**src/source/rob_params.svh**
```systemverilog
`ifndef ROB_PARAMS_SVH
`define ROB_PARAMS_SVH

// architectural register file
`define REG_NUM 32
`define REG_W 5

// result and jump target widths
`define DATA_W 32
`define ADDR_W 32

// reorder buffer, slot 0 means no tag
`define ROB_DEPTH 32
`define NICK_W 5

`endif

```
**src/source/rob_pkg.sv**
```systemverilog
`include "rob_params.svh"

package rob_pkg;

    typedef enum logic [1:0] {
        KIND_ALU    = 2'd0,
        KIND_BRANCH = 2'd1,
        KIND_STORE  = 2'd2
    } entry_kind_e;

    // what the head does this cycle
    typedef enum logic [2:0] {
        ACT_NONE       = 3'd0,
        ACT_REG        = 3'd1,
        ACT_RELEASE    = 3'd2,
        ACT_STORE_DONE = 3'd3,
        ACT_FLUSH      = 3'd4
    } commit_act_e;

    typedef struct packed {
        logic [`REG_W-1:0] rd;
        entry_kind_e       kind;
        logic              pred_taken;
    } dispatch_t;

    typedef struct packed {
        logic [`NICK_W-1:0] nick;
        logic [`DATA_W-1:0] data;
        logic               taken;
        logic [`ADDR_W-1:0] target;
    } exec_wb_t;

    typedef struct packed {
        logic [`NICK_W-1:0] nick;
        logic [`REG_W-1:0]  rd;
        logic [`DATA_W-1:0] data;
    } commit_t;

    typedef struct packed {
        logic               busy;
        logic               done;
        logic               released;
        entry_kind_e        kind;
        logic               pred_taken;
        logic               act_taken;
        logic [`REG_W-1:0]  rd;
        logic [`DATA_W-1:0] data;
        logic [`ADDR_W-1:0] target;
    } rob_slot_t;

    // next tag, wraps past slot 0
    function automatic logic [`NICK_W-1:0] nick_inc(input logic [`NICK_W-1:0] nick);
        logic [`NICK_W-1:0] next;
        if (nick == `NICK_W'(`ROB_DEPTH - 1)) begin
            next = `NICK_W'd1;
        end else begin
            next = nick + 1'b1;
        end
        return next;
    endfunction

endpackage

```
**src/source/rob_commit.sv**
```systemverilog
`timescale 1ns/100ps
`include "rob_params.svh"

module rob_commit (
    input  logic                 clk,
    input  logic                 rst,
    input  rob_pkg::rob_slot_t   head_slot,
    input  logic                 head_busy,
    input  logic                 store_done_en,
    input  logic [`NICK_W-1:0]   store_done_nick,
    output logic [`NICK_W-1:0]   head_ptr,
    output logic                 retire,
    output logic                 release_set,
    output logic                 reg_wr_en,
    output rob_pkg::commit_t     reg_wr,
    output logic                 store_rel_en,
    output logic [`NICK_W-1:0]   store_rel_nick,
    output logic                 flush,
    output logic [`ADDR_W-1:0]   redirect_pc
);
    import rob_pkg::*;

    commit_act_e action;
    logic        store_hit;
    logic        mispredict;

    assign store_hit  = store_done_en && (store_done_nick == head_ptr);
    assign mispredict = (head_slot.kind == KIND_BRANCH)
                        && (head_slot.pred_taken != head_slot.act_taken);

    always_comb begin
        action = ACT_NONE;
        if (head_busy) begin
            if (head_slot.kind == KIND_STORE) begin
                if (!head_slot.released) begin
                    action = ACT_RELEASE;
                end else if (head_slot.done || store_hit) begin
                    action = ACT_STORE_DONE;
                end
            end else if (head_slot.done) begin
                if (mispredict) begin
                    action = ACT_FLUSH;
                end else begin
                    action = ACT_REG;
                end
            end
        end
    end

    assign retire      = (action == ACT_REG) || (action == ACT_STORE_DONE);
    assign release_set = (action == ACT_RELEASE);
    assign flush       = (action == ACT_FLUSH);

    // a mispredicted jal still links
    assign reg_wr_en = ((action == ACT_REG) || (action == ACT_FLUSH))
                       && (head_slot.rd != '0);
    assign reg_wr    = '{nick: head_ptr, rd: head_slot.rd, data: head_slot.data};

    assign store_rel_en   = release_set;
    assign store_rel_nick = head_ptr;
    assign redirect_pc    = head_slot.target;

    always_ff @(posedge clk) begin
        if (rst || flush) begin
            head_ptr <= `NICK_W'd1;
        end else if (retire) begin
            head_ptr <= nick_inc(head_ptr);
        end
    end

    a_flush_not_release: assert property (
        @(posedge clk) disable iff (rst)
        !(flush && store_rel_en)
    );

    // released bit must stick in the entry store
    a_release_once: assert property (
        @(posedge clk) disable iff (rst)
        store_rel_en |=> !(store_rel_en && (store_rel_nick == $past(store_rel_nick)))
    );

endmodule

```
**config.mk**
```make
export PLATFORM = sky130hd
export DESIGN_NAME = rob_commit
export DESIGN_NICKNAME = d
export VERILOG_FILES = /design/src/source/rob_pkg.sv /design/src/source/rob_commit.sv
export VERILOG_INCLUDE_DIRS = /design/src /design/src/source
export SDC_FILE = /design/constraint.sdc
export NUM_CORES = 1
export LEC_CHECK = 0
export ABC_AREA = 1
export BUFFER_PORTS_ARGS = -buffer_cell sky130_fd_sc_hd__buf_2
export CAP_MARGIN = 40
export CORE_MARGIN = 4
export CORE_UTILIZATION = 29
export DETAILED_ROUTE_END_ITERATION = 8
export GPL_TIMING_DRIVEN = 0
export PLACE_DENSITY = 0.82
export SLEW_MARGIN = 0
export SYNTH_ARGS = -nofsm -noshare
export SYNTH_HDL_FRONTEND = slang
export SYNTH_SLANG_ARGS = --single-unit
```
**constraint.sdc**
```tcl
create_clock -name clk -period 1.7 [get_ports clk]
set_input_delay 0.17 -clock clk [delete_from_list [all_inputs] [get_ports clk]]
set_output_delay 0.17 -clock clk [all_outputs]
set_load 0.02 [all_outputs]
```
==> reports/results.ini <==
[status]
status=completed

[worst_setup_path]
r2r_cells=8
worstReg2RegStart=head_ptr[1]
path_common_cell=nand2_2
r2r_end=head_ptr[0]
end_kind=output port
start_kind=register
slowest_delay_ps=370
crit_start=head_ptr[1]
critical_path_class=reg -> out
worst_path_max_delay_cell=dfxtp_4
crit_path_max_fanout=4
crit_required_ps=1530
crit_chain=inv_4, nand2_2, nand2_2, nor2_2, nand3_2, nand2_2, nand2_2, nand2_4, nand2_4, clkinv_4, nor2_4, buf_6, buf_6
r2r_setup_slack_ps=120
critPathArrivalTime_ps=1510
cp-endpoint=store_rel_en

[finish]
final_nets=382
design_area_um2=1940
largest-register=head_ptr
layout-drive-gt1-share=0.796
final_util=0.523
n_antenna_cell=0
area_growth_syn_to_layout_pct=72.1
largest_reg_flops=5
final_cell_mix=buf_2, buf_4, nand2_1, inv_1, nor2_1
final_common_cell=buf_2
reg_top3=head_ptr x5

[timing]
hold_viol_final=0
clock.fmax_ghz=0.596
rsz0062_at_grt=true
period_needed_ps=1680
hold_ws_ps=252
setup_violations=0
period_share=0.987
setup_tns_ps=0
slew_headroom=0.787
clock_skew_ps=0.545
maxSlewViolCount=0
worst_pin_slew_ps=318

[global_route]
antenna_found_initial=0
grt_max_degree=10
grt_pass1_vias=1341
grt_first_pass_wirelength_um=5480
overflow=0
track_usage=0.129

[cts]
clk_pin_slew_ps=30
htree_levels=1
clk_latency_ps=220
numCtsBuffers=3
cts_tree=yes
ctsHoldBuffers=0
max-clock-path-buffers=2
root_buffer=clkbuf_8
cts.sinks=5

[routing]
first_iter_violations=32
drtPass1Iterations=4
postRouteAntennaNets=0
wl_per_cell_um=10.3
via_per_inst=4.00
wirelength_um=3540
drc=0
route.vias.total=1369

[flow_run]
cap_violations=0

[placement]
place_hpwl_um=3050
place_area_um2=1740
port_buffers=108
globalplace.congestion=0.807

[floorplanning]
start_util=0.304
core_area_um2=3720
io_pins=174
die_w_um=70.4
dieArea_um2=4950
die_h_um=70.4
rows=22

[logic_synthesis]
syn_area_um2=1130
syn_nets=256
synth.distinct_cells=22
synth-seq-area-share=0.0887
syn_avg_cell_area_um2=6.68
ys_seq_elements=5
synth_cells=169
yosys_warnings=0

[hold_path]
hp-class=in -> reg

[pwr]
ir_worst_vdd_v=0.000240
p_leak_nw=1.20
powerDensity_nw_per_um2=472
power_mw=0.917

## Yosys cell counts
cell type,count,area [um2]
nor3b_1,1,7.51
a31o_4,1,17.5
nor3_2,1,10.0
inv_2,5,18.8
a21oi_1,6,30.0
nand4_1,1,6.26
or2_2,1,6.26
nand3_2,1,10.0
nand2_4,2,22.5
nor3_1,3,15.0
o31ai_1,1,7.51
nand3b_1,2,15.0
nand2_2,2,12.5
nand2_1,22,82.6
inv_1,12,45.0
clkinv_4,1,8.76
nor2_1,12,45.0
nor2_2,2,12.5
ha_1,2,25.0
dfxtp_1,5,100
buf_4,80,601
nand3_1,6,30.0
## layout make-up
| type | instances | area, um2 |
|---|---|---|
| inverter | 18 | 77.6 |
| clock buffer | 4 | 45.0 |
| buffer | 80 | 604 |
| sequential | 5 | 119 |
| multi-input combinational | 66 | 389 |
| timing repair buffer | 121 | 647 |
| fill | 360 | 1770 |
| tap | 48 | 60.1 |
## cells by family after synthesis
group,count (synthesis),synth area share
AND/OR/NAND/NOR,56,0.244
buffers and inverters,98,0.596
flip-flops,5,0.0887
adder cells (fa/ha/maj),2,0.0222
AO/OA/AOI/OAI,8,0.0488
## power breakdown
part / leakage [nW] / internal, mW / switching, mW
combinational: 1.14 / 0.276 / 0.290
clock: 0.0228 / 0.161 / 0.0539
sequential: 0.0439 / 0.124 / 0.0126
## per-layer routing
| layer | GRT usage | share of wire | wire, um | vias up |
|---|---|---|---|---|
| met2 | 0.268 | 0.56 | 1980 | 93 |
| met4 | 0.0255 | 0.0048 | 17 | 0 |
| li1 | - | - | - | 690 |
| met1 | 0.125 | 0.30 | 1050 | 584 |
| met5 | 0 | 0 | 0 | - |
| met3 | 0.0273 | 0.14 | 481 | 2 |
## what timing repair did
| action | CTS | global route |
|---|---|---|
| buffers inserted | 9 | 4 |
| pin swaps | 7 | 10 |
| resized for setup | 12 | 10 |
| endpoints found under the setup margin | 4 | 4 |
## how the worst min path moves through the flow
stage,from,end,cells after the start
after floorplan,rst,head_ptr[2],3
after global placement,rst,head_ptr[2],4
after detailed placement,rst,head_ptr[2],4
after CTS,rst,head_ptr[2],4
after global routing,rst,head_ptr[2],4
final,rst,head_ptr[2],4
## worst max-delay path: cells and delay by family (launching register included)
kind / cells / cell delay [ps]
and+or+nand+nor: 9 / 610
buffers and inverters: 4 / 320
DFF: 1 / 370
## metrics by stage
stage | cells | worst slack (ps)
after global placement | 325 | 91.7
after global routing | 342 | -87.3
after floorplan | 169 | 63.4
after detailed placement | 325 | 73.0
final | 342 | 22.4
after CTS | 338 | -44.4
Power figures use the tool's default switching activity.
