### src/source/rob_params.svh
`ifndef ROB_PARAMS_SVH
`define ROB_PARAMS_SVH

// architectural register file
`define REG_NUM 32
`define REG_W 5

// result and jump target widths
`define DATA_W 32
`define ADDR_W 32

// reorder buffer, slot 0 means no tag
`define ROB_DEPTH 32
`define NICK_W 5

`endif

### src/source/rob_pkg.sv
`include "rob_params.svh"

package rob_pkg;

    typedef enum logic [1:0] {
        KIND_ALU    = 2'd0,
        KIND_BRANCH = 2'd1,
        KIND_STORE  = 2'd2
    } entry_kind_e;

    // what the head does this cycle
    typedef enum logic [2:0] {
        ACT_NONE       = 3'd0,
        ACT_REG        = 3'd1,
        ACT_RELEASE    = 3'd2,
        ACT_STORE_DONE = 3'd3,
        ACT_FLUSH      = 3'd4
    } commit_act_e;

    typedef struct packed {
        logic [`REG_W-1:0] rd;
        entry_kind_e       kind;
        logic              pred_taken;
    } dispatch_t;

    typedef struct packed {
        logic [`NICK_W-1:0] nick;
        logic [`DATA_W-1:0] data;
        logic               taken;
        logic [`ADDR_W-1:0] target;
    } exec_wb_t;

    typedef struct packed {
        logic [`NICK_W-1:0] nick;
        logic [`REG_W-1:0]  rd;
        logic [`DATA_W-1:0] data;
    } commit_t;

    typedef struct packed {
        logic               busy;
        logic               done;
        logic               released;
        entry_kind_e        kind;
        logic               pred_taken;
        logic               act_taken;
        logic [`REG_W-1:0]  rd;
        logic [`DATA_W-1:0] data;
        logic [`ADDR_W-1:0] target;
    } rob_slot_t;

    // next tag, wraps past slot 0
    function automatic logic [`NICK_W-1:0] nick_inc(input logic [`NICK_W-1:0] nick);
        logic [`NICK_W-1:0] next;
        if (nick == `NICK_W'(`ROB_DEPTH - 1)) begin
            next = `NICK_W'd1;
        end else begin
            next = nick + 1'b1;
        end
        return next;
    endfunction

endpackage

### src/source/rename_table.sv
`timescale 1ns/100ps
`include "rob_params.svh"

module rename_table (
    input  logic                 clk,
    input  logic                 rst,
    input  logic                 disp_en,
    input  rob_pkg::dispatch_t   disp,
    input  logic [`NICK_W-1:0]   disp_nick,
    input  logic                 reg_wr_en,
    input  rob_pkg::commit_t     reg_wr,
    input  logic                 flush,
    input  logic [`REG_W-1:0]    rs1,
    input  logic [`REG_W-1:0]    rs2,
    output logic [`NICK_W-1:0]   rs1_nick,
    output logic [`NICK_W-1:0]   rs2_nick
);
    import rob_pkg::*;

    logic [`NICK_W-1:0] tags [`REG_NUM];
    logic               maps_rd;

    // stores and x0 never own a register
    assign maps_rd = disp_en && (disp.rd != '0) && (disp.kind != KIND_STORE);

    always_ff @(posedge clk) begin
        if (rst || flush) begin
            for (int i = 0; i < `REG_NUM; i++) begin
                tags[i] <= '0;
            end
        end else begin
            // only the youngest writer may clear the entry
            if (reg_wr_en && (tags[reg_wr.rd] == reg_wr.nick)) begin
                tags[reg_wr.rd] <= '0;
            end
            // new mapping wins over a same-cycle retire
            if (maps_rd) begin
                tags[disp.rd] <= disp_nick;
            end
        end
    end

    assign rs1_nick = (rs1 == '0) ? '0 : tags[rs1];
    assign rs2_nick = (rs2 == '0) ? '0 : tags[rs2];

endmodule

### config.mk
export PLATFORM = sky130hd
export DESIGN_NAME = rename_table
export DESIGN_NICKNAME = d
export VERILOG_FILES = /design/src/source/rob_pkg.sv /design/src/source/rename_table.sv
export VERILOG_INCLUDE_DIRS = /design/src /design/src/source
export SDC_FILE = /design/constraint.sdc
export NUM_CORES = 1
export LEC_CHECK = 0
export BUFFER_PORTS_ARGS = -buffer_cell sky130_fd_sc_hd__buf_4
export CAP_MARGIN = 20
export CORE_MARGIN = 2
export CORE_UTILIZATION = 60
export DETAILED_ROUTE_END_ITERATION = 7
export PLACE_DENSITY = 0.81
export SLEW_MARGIN = 10
export SYNTH_ARGS = -nofsm -noshare
export SYNTH_HDL_FRONTEND = slang
export SYNTH_SLANG_ARGS = --single-unit
### constraint.sdc
create_clock -name clk -period 8.5 [get_ports clk]
set_input_delay 1.275 -clock clk [delete_from_list [all_inputs] [get_ports clk]]
set_output_delay 1.275 -clock clk [all_outputs]
set_load 0.01 [all_outputs]
==> impl_metrics.csv, run 1 <==
group,metric,value,unit
routing,drc,0,
timing,fin_tns_setup,0,ns
min_path,hold_path_end,"tags[10][3]",
routing,wl,32130,um
timing,min_period_over_period,63.98,%
worst_setup_path,crit_type,"primary input to flip-flop",
timing,tightest_slew,0.8565,ns
pwr,power.density,172.7,mW/mm^2
global_route,antenna_found_initial,1,
cts,clkTransAtPathRegs,0.06,ns
layout,diodes,0,
layout,reg_top3,"tags: 160 flops",
layout,layout_commonest_cell,"edfxtp_1",
worst_setup_path,crit_fanout,44,
pwr,irDropWorstVdd,0.1664,mV
min_path,worstHoldStart,"disp_nick[3]",
global_route,overflow,0,
timing,finalClockSkew,0.008587,ns
timing,relSlewSlack,42.90,%
place,port_buffers,46,
synthesis,ys_types,40,
place,place_area,0.01094,sq mm
synthesis,synth.cell_area,0.01065,sq mm
global_route,grt_pass1_vias,7336,
cts,cts_buffer_depth,2,
status,status,"complete, no violations",
pwr,power,1.984,mW
place,globalplace.congestion,1.030,
timing,report.final.hold_viol_count,0,
timing,fmax,183.9,MHz
routing,ant_nets,0,
synthesis,yosys_register_bits,160,
worst_setup_path,required,8.56,ns
place,place_ws,2.777,ns
cts,cts_max_level,4,
worst_setup_path,cp-end-kind,"flip-flop",
layout,fin_area,0.01149,sq mm
synthesis,synth_cells,799,
global_route,grt_pass1_wl,46890,um
global_route,grt_usage,35.70,%
synthesis,syn_area_per_cell,13.33,sq um
min_path,hold_path_depth,2,
layout,area_delta_synth_final,7.869,%
flow_run,cap_violations,0,
cts,cts_tree,"done",
cts,post_cts_buffers,0,
die,io-pin-count,80,
pwr,leakage,4.278,nW
worst_setup_path,ff2ff_path_depth,7,
synthesis,synth-xor-area-share,0,%
die,die_y,137.2,um
die,die_area,0.01884,sq mm
die,core_area,0.01736,sq mm
routing,routed_via_density,7.230,
worst_setup_path,reg2reg_from,"tags[31][0]",
layout,top_register,"tags",
cts,insertion_delay,0.43,ns
die,start_util,61.38,%
timing,slew_violations,0,
timing,rsz0062_at_grt,"no",
worst_setup_path,cp-start-kind,"primary input",
cts,hold_buffers,0,
synthesis,synth_top_family_by_area,"multiplexers",
routing,first_pass_iters,6,
timing,setup_slack,3.061,ns
synthesis,synth_compound_area_share,4.287,%
layout,finalNetCount,874,
place,hpwlAfterDp,22720,um
worst_setup_path,ff2ff_setup_slack,4.89,ns
layout,drive_gt1_share,24.11,%
timing,setup_violations,0,
synthesis,synth_seq_area_share,45.10,%
cts,clock-sinks,160,
routing,avgRoutedWirePerCell,30.83,um
layout,final_cell_mix,"edfxtp_1, and2_1, mux4_2, mux2i_1, nor2_1",
die,fp-row-count,48,
synthesis,yosysWarnings,0,
cts,cts_resized,0,
timing,period_needed,5.439,ns
synthesis,synthSimpleGateAreaFrac,17.47,%
routing,drtIter0Drc,1027,
layout,largest_reg_flops,160,
global_route,grt_max_degree,45,
cts,cts-root-buf,"clkbuf_16",
min_path,hold_path.class,"primary input to flip-flop",
synthesis,muxShareOfSynthArea,29.60,%
layout,stdcell_count,1042,
synthesis,synthAdderAreaFrac,0,%
worst_setup_path,r2r-end,"tags[7][0]",
die,die_w,137.2,um
cts,cts_inserted_buffers,17,
routing,vias,7534,
worst_setup_path,crit_arrival,5.50,ns
place,dp_cells,1010,
==> metrics by stage <==
stage / utilization, % / hold WS [ns]
4_1_cts: 66.21 / 1.399
3_5_place_dp: 63.05 / 1.609
6_report: 66.21 / 1.412
5_1_grt: 66.21 / 1.417
2_1_floorplan: - / 1.269
3_3_place_gp: 63.05 / 1.576
==> critical path, stage by stage <==
cell and delay, ns:
buf_4 0.54, buf_4 0.72, mux2i_1 0.40, o22ai_1 0.17, nor4_1 0.58, a21oi_1 0.20
nor4_4 0.55, nand4_4 0.39, o21ai_1 0.63
==> power breakdown <==
group / internal (mW) / total, mW / switching [mW]
logic: 0.140 / 0.316 / 0.176
clock network: 0.401 / 0.721 / 0.320
registers: 0.911 / 0.947 / 0.0361
==> cell usage after synthesis <==
cell type  count  area [sq um]
nor4_1         8         50.05
nor4_4         2         42.54
nand3b_1       3         22.52
o21ai_0        1         5.000
nor2b_1        4         25.02
or3_4          1         11.26
mux4_2       100          2252
or3_1          1         6.260
or4b_4         4         55.05
conb_1         1         3.750
nand2b_1       2         12.51
nor2_1        78         292.8
nand4bb_1      6         67.56
edfxtp_1     160          4805
mux2i_1       90         900.9
nand4_4        4         85.08
or2_2          2         12.51
o21ai_1       33         165.2
or4_1          4         30.03
buf_6         11         123.9
a21oi_1        4         20.02
buf_8          2         30.03
and2_1       156         975.9
nand4b_1       2         17.52
nand2_1        9         33.78
nand4b_2       2         30.03
buf_2          5         25.02
buf_4          2         15.01
nand4_1        1         6.260
a21oi_4        1         16.27
buf_1         15         56.30
or4_4          1         11.26
nand3_1        3         15.01
and3_4         1         11.26
and3_1         3         18.77
or3b_2         2         17.52
inv_1          2         7.510
o22ai_1       40         250.2
nor3_1         2         10.01
clkbuf_1      31         116.4
==> per-layer routing <==
| metal | vias up | wire length (um) | track usage (%) |
|---|---|---|---|
| li1 | 3116 | - | - |
| met1 | 3734 | 11800 | 50.36 |
| met2 | 603 | 14910 | 53.81 |
| met3 | 79 | 4182 | 8.830 |
| met4 | 2 | 1224 | 14.32 |
| met5 | - | 19 | 0 |
==> cells by family (layout without fill, tap and decap cells) <==
logic type,Yosys count,in the layout
compound gates,79,79
buf+inv,68,82
flops,160,160
mux,190,190
other cells,1,5
simple gates,301,301
==> worst max path at each step <==
stage                    start           to  slack (ns)  depth (start not counted)
floorplan               rs1[0]  rs1_nick[4]        4.00                          6
global placement    reg_wr[32]  tags[16][0]        2.87                          9
detailed placement  reg_wr[32]  tags[19][1]        2.78                          9
CTS                 reg_wr[32]  tags[18][4]        3.22                          9
global route        reg_wr[32]   tags[7][0]        2.93                          9
finish              reg_wr[32]   tags[7][0]        3.06                          9
==> area by class of cell <==
| class | instances | area (sq um) |
|---|---|---|
| Timing Repair Buffer | 48 | 360.3 |
| Tap cell | 225 | 281.5 |
| Sequential cell | 160 | 4805 |
| Fill cell | 1222 | 5866 |
| Clock inverter | 14 | 118.9 |
| Multi-Input combinational cell | 575 | 5489 |
| Clock buffer | 18 | 429.2 |
| Inverter | 2 | 7.507 |
No activity file was read; power rests on OpenSTA's default activity.
==> run 2: changes to the inputs <==
Clock period 8.5 ns to 5.3 ns, I/O delays scaled along.
==> run 2 against run 1 <==
Clock skew up 0.0078 ns; routed wire length up 1.1%; flip-flop and latch count unchanged; non-clock buffer count up 14; count of clock-buffer cells in the layout unchanged; sequential power up 61%; critical path type unchanged; largest power group unchanged; highest routed layer is now met4.
==> impl_metrics.csv, run 2 (synthesis results as in run 1) <==
group,metric,value,unit
status,status,"complete, no violations",
timing,slew_violations,0,
cts,cts_max_level,4,
routing,drc,0,
worst_setup_path,crit_path_frequent_cell,"buf_4",
layout,layout_commonest_cell,"edfxtp_1",
timing,setup_violations,0,
cts,post_cts_buffers,0,
place,place_area,0.01106,sq mm
global_route,grt_pass1_wl,47510,um
place,port_buffers,46,
die,io-pin-count,80,
routing,routed_via_density,7.268,
die,die_y,137.2,um
timing,relSlewSlack,41.90,%
timing,tightest_slew,0.8715,ns
timing,worst_hold_slack,0.9217,ns
pwr,switching_share,25.90,%
routing,wl,32490,um
die,fp-row-count,48,
routing,avgRoutedWirePerCell,30.80,um
cts,cts-root-buf,"clkbuf_16",
cts,insertion_delay,0.44,ns
routing,drtIter0Drc,1263,
worst_setup_path,crit_arrival,4.44,ns
cts,clkTransAtPathRegs,0.07,ns
place,dp_cells,1024,
timing,min_period_over_period,82.52,%
worst_setup_path,ff2ff_setup_slack,1.64,ns
timing,setup_slack,0.9266,ns
cts,cts_resized,0,
timing,rsz0062_at_grt,"no",
place,globalplace.congestion,1.021,
cts,cts_inserted_buffers,17,
layout,reg_top3,"tags: 160 flops",
global_route,grt_usage,36.32,%
worst_setup_path,critPathSlowestCell,"nor4_1",
global_route,grt_max_degree,42,
worst_setup_path,required,5.37,ns
routing,vias,7668,
pwr,pwr-share-seq,45.4,%
worst_setup_path,crit_family,"simple AND/OR/NAND/NOR gates",
pwr,power.density,286.6,mW/mm^2
global_route,antenna_found_initial,0,
die,core_area,0.01736,sq mm
timing,period_needed,4.373,ns
cts,cts_buffer_depth,2,
cts,clock-sinks,160,
worst_setup_path,cp-start-kind,"primary input",
layout,largest_reg_flops,160,
layout,final_core_util,67.27,%
timing,finalClockSkew,0.01637,ns
pwr,p_comb_share,15.5,%
cts,hold_buffers,0,
min_path,hold_path.class,"primary input to flip-flop",
layout,area_delta_synth_final,9.608,%
worst_setup_path,worst-path-buf-inv,2,
place,hpwlAfterDp,23520,um
worst_setup_path,crit_fanout,27,
worst_setup_path,crit_type,"primary input to flip-flop",
place,place_ws,0.6678,ns
die,die_area,0.01884,sq mm
die,die_w,137.2,um
layout,stdcell_count,1055,
layout,finalNetCount,888,
global_route,grt_pass1_vias,7394,
global_route,overflow,0,
die,start_util,61.38,%
pwr,power,3.346,mW
pwr,leakage,4.379,nW
routing,ant_nets,0,
cts,cts_tree,"done",
timing,fin_tns_setup,0,ns
flow_run,cap_violations,0,
timing,fmax,228.7,MHz
pwr,p_int,2.480,mW
pwr,irDropWorstVdd,0.2218,mV
layout,fillCellCount,1222,
layout,diodes,0,
pwr,switchingPower,0.8666,mW
timing,report.final.hold_viol_count,0,
layout,fin_area,0.01168,sq mm
layout,drive_gt1_share,25.30,%
pwr,pwr-share-clk,39.1,%
worst_setup_path,cp-end-kind,"flip-flop",
layout,top_register,"tags",
worst_setup_path,max_stage_delay,0.62,ns
layout,final_cell_mix,"edfxtp_1, and2_1, mux4_2, mux2i_1, nor2_1",
routing,first_pass_iters,5,
worst_setup_path,critical_path.cell_chain,"buf_4 > buf_4 > mux2i_1 > o22ai_1 > nor4_1 > a21oi_1 > nor4_4 > nand4_4 > o21ai_1",
## run 2: cell count changes in the layout (fill, tap and decap cells not counted), moves of 2 or more
cell       before  now
inv_6           1    3
clkinv_2        3    0
clkinv_4        4    2
buf_4          48   61
bufinv_16       1    4
## run 2: final cells by class
type,instances,area [sq um],area share (%)
inverters,2,7.507,0.06429
flip-flops and latches,160,4805,41.15
clock inverters,13,186.4,1.597
repair buffers,62,478.0,4.093
multi-input cells,575,5489,47.01
clock buffers,18,429.2,3.676
well taps,225,281.5,2.411
## run 2: path summary, 6_finish.rpt
kind	from	to	depth (start not counted)
min reg2reg	tags[18][1]	tags[7][2]	7
max reg2reg	tags[27][3]	tags[20][1]	7
min	disp_nick[1]	tags[10][1]	2
max	reg_wr[32]	tags[20][1]	9
## run 2: worst reg2reg max path: stages (launching register included)
cell	delay, ns
edfxtp_1	0.43
mux2i_1	0.26
o22ai_1	0.13
nor4_1	0.62
a21oi_1	0.22
nor4_4	0.61
nand4_4	0.43
o21ai_1	0.59
## run 2: metal layers
layer  global-route usage, %  wire length (um)  up-vias
met5                       0                 0        -
met4                   15.52              1355        0
met3                   11.70              4665       95
met2                   54.95             14940      608
met1                   48.73             11530     3819
li1                        -                 -     3146
## run 2: power by group through the flow
stage	Combinational [mW]	Clock, mW	Sequential (mW)
finish	0.520	1.31	1.52
global route	0.538	1.35	1.52
CTS	0.508	1.30	1.52
detailed placement	0.505	0	1.54
global placement	0.497	0	1.53
floorplan	0.346	0	1.52
